[config.mk]
export PLATFORM = sky130hd
export DESIGN_NAME = renameUnit
export DESIGN_NICKNAME = d
export VERILOG_FILES = /design/src/hdl/renamePkg.sv /design/src/hdl/robPkg.sv /design/src/hdl/mapTable.sv /design/src/hdl/freeList.sv /design/src/hdl/reorderBuffer.sv /design/src/hdl/renameUnit.sv
export VERILOG_INCLUDE_DIRS = /design/src /design/src/hdl
export SDC_FILE = /design/constraint.sdc
export NUM_CORES = 1
export LEC_CHECK = 0
export BUFFER_PORTS_ARGS = -buffer_cell sky130_fd_sc_hd__buf_4
export CAP_MARGIN = 20
export CORE_ASPECT_RATIO = 1.75
export CORE_MARGIN = 10
export CORE_UTILIZATION = 60
export CTS_BUF_LIST = sky130_fd_sc_hd__clkbuf_8
export DETAILED_ROUTE_END_ITERATION = 6
export PLACE_DENSITY = 0.79
export SLEW_MARGIN = 20
export SYNTH_ARGS = -nofsm -noshare
export SYNTH_HDL_FRONTEND = slang
export SYNTH_SLANG_ARGS = --single-unit
export TNS_END_PERCENT = 50
[constraint.sdc]
create_clock -name clock -period 3.6 [get_ports clock]
set_input_delay 0.36 -clock clock [delete_from_list [all_inputs] [get_ports clock]]
set_output_delay 0.36 -clock clock [all_outputs]
set_load 0.02 [all_outputs]
[src/hdl/rename_cfg.svh]
/*
  rename subsystem sizing
  register file counts and reorder buffer depth
*/

`ifndef RENAME_CFG_SVH
`define RENAME_CFG_SVH

// physical register file size
`define NUM_PR 64

// architectural registers, mapped 1:1 onto the low physical regs at reset
`define NUM_AR 32

// reorder buffer slots, power of two so the pointers wrap on their own
`define NUM_ROB 8

`endif

[src/hdl/renamePkg.sv]
/*
  register identity types
  physical and architectural register numbers
*/

`default_nettype none

`include "rename_cfg.svh"

package renamePkg;

  // physical register number, 6 bits for 64 regs
  typedef logic [$clog2(`NUM_PR)-1:0] physReg;

  // architectural register number, 5 bits for 32 regs
  typedef logic [$clog2(`NUM_AR)-1:0] archReg;

endpackage

`default_nettype wire

[src/hdl/robPkg.sv]
/*
  reorder buffer types
  slot index and packed entry layout, 18 bits per entry
*/

`default_nettype none

`include "rename_cfg.svh"

package robPkg;
  import renamePkg::*;

  typedef logic [$clog2(`NUM_ROB)-1:0] robIdx;

  // one slot, valid on top
  typedef struct packed {
    logic   valid;
    physReg newPhys;
    physReg oldPhys;
    archReg archDest;
  } robEntry;

endpackage

`default_nettype wire

[src/hdl/mapTable.sv]
/*
  speculative map table
  architectural to physical mapping, identity after reset
  one combinational read and one write per dispatch
*/

`timescale 1ns/1ps
`default_nettype none

`include "rename_cfg.svh"

module mapTable import renamePkg::*; (
  input  logic   clock,
  input  logic   reset,
  input  logic   dispatchTake,
  input  archReg archDest,
  input  physReg physDest,
  output physReg oldPhys
);

  // one physical reg per architectural reg
  physReg mapEntry [`NUM_AR];

  // current mapping of the destination
  // this is the reg freed once the instruction retires
  assign oldPhys = mapEntry[archDest];

  always_ff @(posedge clock) begin
    if (reset) begin
      // identity map, arch i lives in phys i
      for (int i = 0; i < `NUM_AR; i++) begin
        mapEntry[i] <= physReg'(i);
      end
    end else if (dispatchTake) begin
      // new mapping takes over right away
      // so a back-to-back dispatch to the same reg sees this one as old
      mapEntry[archDest] <= physDest;
    end
  end

endmodule

`default_nettype wire

[src/hdl/freeList.sv]
/*
  free list of physical registers
  circular queue, popped at dispatch and pushed at retire
  starts out holding the regs above the architectural range
*/

`timescale 1ns/1ps
`default_nettype none

`include "rename_cfg.svh"

module freeList import renamePkg::*; (
  input  logic   clock,
  input  logic   reset,
  input  logic   pop,
  input  logic   push,
  input  physReg pushReg,
  output physReg headReg,
  output logic   empty
);

  // only NUM_PR - NUM_AR regs are ever free at once
  localparam int depth = `NUM_PR - `NUM_AR;
  localparam int ptrWidth = $clog2(depth);
  localparam int cntWidth = $clog2(depth + 1);
  localparam logic [ptrWidth-1:0] lastSlot = ptrWidth'(depth - 1);

  physReg slots [depth];
  logic [ptrWidth-1:0] head;
  logic [ptrWidth-1:0] tail;
  logic [cntWidth-1:0] count;
  logic [ptrWidth-1:0] nextHead;
  logic [ptrWidth-1:0] nextTail;

  // pointer wrap, explicit so depth need not be a power of two
  assign nextHead = (head == lastSlot) ? '0 : head + 1'b1;
  assign nextTail = (tail == lastSlot) ? '0 : tail + 1'b1;

  // oldest free reg goes out first
  assign headReg = slots[head];
  assign empty   = (count == '0);

  always_ff @(posedge clock) begin
    if (reset) begin
      // upper regs, ascending
      for (int i = 0; i < depth; i++) begin
        slots[i] <= physReg'(`NUM_AR + i);
      end
      head  <= '0;
      // queue starts full, tail wrapped back onto head
      tail  <= '0;
      count <= cntWidth'(depth);
    end else begin
      if (pop) begin
        head <= nextHead;
      end
      if (push) begin
        slots[tail] <= pushReg;
        tail        <= nextTail;
      end
      // push and pop together leave the count alone
      case ({push, pop})
        2'b10:   count <= count + 1'b1;
        2'b01:   count <= count - 1'b1;
        default: count <= count;
      endcase
    end
  end

endmodule

`default_nettype wire

[src/hdl/reorderBuffer.sv]
/*
  reorder buffer
  circular array of entries with head and tail pointers
  writes at the tail on dispatch, frees the head on retire
*/

`timescale 1ns/1ps
`default_nettype none

`include "rename_cfg.svh"

module reorderBuffer import renamePkg::*, robPkg::*; (
  input  logic   clock,
  input  logic   reset,
  input  logic   write,
  input  physReg newPhys,
  input  physReg oldPhys,
  input  archReg archDest,
  input  logic   free,
  output logic   full,
  output robIdx  tailIdx,
  output robIdx  headIdx,
  output logic   headValid,
  output physReg headOld
);

  robEntry entries [`NUM_ROB];
  robIdx   head;
  robIdx   tail;
  robIdx   nextHead;
  robIdx   nextTail;
  robEntry tailEntry;

  // depth is a power of two, pointers wrap naturally
  always_comb begin
    nextHead = free  ? head + robIdx'(1) : head;
    nextTail = write ? tail + robIdx'(1) : tail;
  end

  // entry built from the dispatch inputs
  always_comb begin
    tailEntry.valid    = 1'b1;
    tailEntry.newPhys  = newPhys;
    tailEntry.oldPhys  = oldPhys;
    tailEntry.archDest = archDest;
  end

  // tail slot still occupied means no room left
  // valid bit alone tells full from empty when head == tail
  assign full = entries[tail].valid;

  // slot a dispatch would take this cycle
  assign tailIdx = tail;

  // oldest instruction, seen by retire
  assign headIdx   = head;
  assign headValid = entries[head].valid;
  assign headOld   = entries[head].oldPhys;

  always_ff @(posedge clock) begin
    if (reset) begin
      head <= '0;
      tail <= '0;
      // valid bits only, payload is don't care until written
      for (int i = 0; i < `NUM_ROB; i++) begin
        entries[i].valid <= 1'b0;
      end
    end else begin
      head <= nextHead;
      tail <= nextTail;
      // retire drops the oldest slot
      if (free) begin
        entries[head].valid <= 1'b0;
      end
      // dispatch fills the tail slot
      // write needs an invalid tail and free a valid head, never the same slot
      if (write) begin
        entries[tail] <= tailEntry;
      end
    end
  end

endmodule

`default_nettype wire

[src/hdl/renameUnit.sv]
/*
  register rename unit
  map table, free list and reorder buffer with shared dispatch and retire
  stall is a plain level from the buffer and the free list
*/

`timescale 1ns/1ps
`default_nettype none

module renameUnit import renamePkg::*; (
  input  logic         clock,
  input  logic         reset,
  input  logic         enable,
  input  logic         dispatch,
  input  archReg       archDest,
  input  logic         retire,
  output logic         stall,
  output physReg       physDest,
  output physReg       oldPhys,
  output robPkg::robIdx robIdx,
  output robPkg::robIdx headIdx,
  output logic         retireValid,
  output physReg       retireOld
);

  logic robFull;
  logic listEmpty;
  logic dispatchTake;
  logic retireTake;

  // no look-ahead, a same-cycle retire does not lift a full stall
  assign stall = robFull | listEmpty;

  // qualified strobes, shared by all three blocks
  assign dispatchTake = enable & dispatch & ~stall;
  assign retireTake   = enable & retire & retireValid;

  mapTable mapTable_inst (
    .clock        (clock),
    .reset        (reset),
    .dispatchTake (dispatchTake),
    .archDest     (archDest),
    .physDest     (physDest),
    .oldPhys      (oldPhys)
  );

  // retired old regs flow back to the tail of the queue
  freeList freeList_inst (
    .clock   (clock),
    .reset   (reset),
    .pop     (dispatchTake),
    .push    (retireTake),
    .pushReg (retireOld),
    .headReg (physDest),
    .empty   (listEmpty)
  );

  reorderBuffer reorderBuffer_inst (
    .clock     (clock),
    .reset     (reset),
    .write     (dispatchTake),
    .newPhys   (physDest),
    .oldPhys   (oldPhys),
    .archDest  (archDest),
    .free      (retireTake),
    .full      (robFull),
    .tailIdx   (robIdx),
    .headIdx   (headIdx),
    .headValid (retireValid),
    .headOld   (retireOld)
  );

endmodule

`default_nettype wire

==> results.txt <==
Sw Ratio: 24.3%
Synth warnings: 0
Crit-path cells: buf_12, mux4_2, o22ai_1, or4_1, inv_1, buf_4
Worst skew pair latency: 0.67 ns
Half-perimeter wire length after placement: 39200 microns
Setup CP Type: register to output port
Setup Viol. Count Final: 0
Pwr Density: 476 nW/um^2
Clk sinks: 473
Max-cap viol count: 0
Flops & latches, synth: 473
CP Capture Type: output port
Leading cell type in the layout, fill and taps excluded: edfxtp_1
Total track usage: 25.2%
Final slew viol count: 0
Worst path slowest cell: dfxtp_4
First-pass DRT Iterations: 6
Arr. time, crit path: 3.13 ns
Detailed Route WL: 55500 microns
Post-route worst setup slack: 0.107 ns
Leakage power: 7.44 nW
Clock share of power: 36.1%
CTS root buf: clkbuf_8
Worst Path Required: 3.24 ns
Ys flop type: edfxtp_1
Worst slew margin: 21.6%
Drt via density: 6.40
Setup_tns: 0 ns
First-pass GRT wire length: 84400 microns
Layout cells sized above 1: 19.5%
Routed via count: 14200
Status: completed
Hold Violations, Final: 0
Postcts setup bufs: 0
Post-synthesis cell count: 1635
Comb power frac: 8.5%
Tcrit/Tclk final: 97.0%
Critical Path Max Stage Delay: 0.55 ns
NetSw: 2.72 mW
Post-synth EDFFs: 432
Worst Hold Class: primary input to register
FF/Latch Area: 13800 sq um
Final cell utilization of the core: 66.8%
Largest net degree at the start of global routing: 36
Flop pwr share: 55.5%
CTS tree: yes
Reg clk slew, reported paths: 0.07 ns
Met2 wire length: 29900 microns
Minimum clock period: 3.49 ns
Fmax: 286 MHz
Post-Route Skew: 0.0318 ns
Placer Congestion: 0.960
Area occupied by multi-input gates: 6910 sq um
Fillers: 2449
I/O Buffers: 35
Core ar.: 35200 sq um
CP startpoint kind: register
Post-CTS Resized: 0
DRC Markers: 0
Most frequent cells in the layout: edfxtp_1 (432), nand2_1 (285), nor2_1 (261)
Sequential area share after synthesis: 64.5%
Detailed router's first-iteration violation count: 1597
Global route overflow: 0
Die Height: 270 microns
Worst-Margin Slew: 1.16 ns
Starting Density: 60.8%
Antenna-violating nets left: 0
Post-Synthesis Net Count: 1657
Synth-to-Final Area Change: 9.96%
Crit-path max FO: 30
WL met3: 4740 microns
Yosys top cell by area: edfxtp_1
Hold-fix buffers, CTS: 0
Synth cell types: 62
Top cell type's share of synthesized area: 60.7%
Max VDD drop: 0.464 mV
DIE WIDTH: 163 microns
Routed WL per cell: 25.0 microns
Vias in the first global route: 14500
Initial antenna violation count: 1
Site row count: 91
Post-placement setup slack: 0.271 ns
Max Used Layer: met4
Avg Inst Size Synth: 13.1 sq um
CTS Buffer Depth: 3
IO Pins: 36
Level count of the clock H-tree: 2
Internal power: 8.49 mW
TritonCTS buffer count: 61
Post-synth ARST share: 0%
Unrepaired setup endpoints after global routing: false
Area contributors post-synth: edfxtp_1 (61%), mux4_2 (9.0%), nand2_1 (5.0%)
Total die area: 43900 sq um
Nets: 1722
Min-Delay Startpoint: reset
Mapped Area: 21400 sq um
M1 WL: 16800 microns
-- logic make-up (layout without fill, tap and decap cells) --
logic type,after synthesis,after routing,synth area share (%)
multiplexers,148,148,12.3
flip-flops,473,473,64.5
other,0,1,0
adder cells (fa/ha/maj),12,12,0.702
AO/OA/AOI/OAI,159,159,4.69
buffers and inverters,133,249,3.26
AND/OR/NAND/NOR,703,703,14.2
XOR/XNOR,7,7,0.287
-- per-stage QoR --
| step | instance area (sq um) | power, mW | hold slack, ns | cells |
|---|---|---|---|---|
| after floorplan | 21400 | 6.89 | 0.455 | 1635 |
| after global placement | 22300 | 7.23 | 0.472 | 2102 |
| after detailed placement | 22300 | 7.27 | 0.490 | 2102 |
| after CTS | 23500 | 11.2 | 0.0730 | 2216 |
| after global routing | 23500 | 11.5 | 0.0993 | 2217 |
| final | 23500 | 11.2 | 0.0958 | 2217 |
-- cells in the mapped netlist (17+ instances only) --
master,number
edfxtp_1,432
nand2_1,285
nor2_1,261
mux4_2,85
clkbuf_1,56
o21ai_0,56
nand3_1,49
dfxtp_1,41
mux2i_1,30
mux2_2,29
a22oi_1,24
buf_2,21
o22ai_1,21
a21oi_1,19
nor3_1,18
inv_1,17
-- worst max-delay path: cells and delay by family, from the launching register on --
kind / cells / cell delay, ns
AO/OA/AOI/OAI: 1 / 0.23
buffers and inverters: 3 / 0.55
flip-flops: 1 / 0.55
multiplexers: 1 / 0.54
AND/OR/NAND/NOR: 1 / 0.55
-- power groups by stage --
stage,Clock [mW],Sequential [mW],Combinational [mW]
final,4.04,6.21,0.951
after global routing,4.26,6.23,0.999
after CTS,4.04,6.21,0.939
after detailed placement,0,6.33,0.936
after global placement,0,6.32,0.915
after floorplan,0,6.30,0.587
-- worst paths after layout --
| path | to | slack, ns | depth (start not counted) |
|---|---|---|---|
| worst max register to register | freeList_inst.count[4] | 0.22 | 12 |
| worst max-delay path | physDest[0] | 0.11 | 6 |
| worst min-delay path | freeList_inst.count[1] | 0.1 | 2 |
| worst min register to register | reorderBuffer_inst.entries[5][17] | 0.50 | 2 |
-- registers in the layout, indices dropped and copies added, names as in the netlist, named ones only --
register and count:
reorderBuffer_inst.tailIdx 3, mapTable_inst.mapEntry 192, freeList_inst.count 6, freeList_inst.head 5, reorderBuffer_inst.headIdx 3, freeList_inst.slots 192
freeList_inst.tail 5, reorderBuffer_inst.entries 56
-- routing by layer --
| metal | GRT usage, % | up-vias |
|---|---|---|
| li1 | - | 6183 |
| met1 | 26.4 | 6911 |
| met2 | 45.3 | 892 |
| met3 | 3.48 | 213 |
| met4 | 17.4 | 0 |
| met5 | 0 | - |
-- layout make-up --
class                   instances  share of cell area (%)
diodes                          1                  0.0106
clock buffers                  63                    3.69
clock inverters                51                    1.56
inverters                      18                   0.287
multi-input cells            1029                    29.4
flip-flops and latches        473                    58.7
well taps                     465                    2.47
repair buffers                117                    3.95
Power figures use the tool's default switching activity.
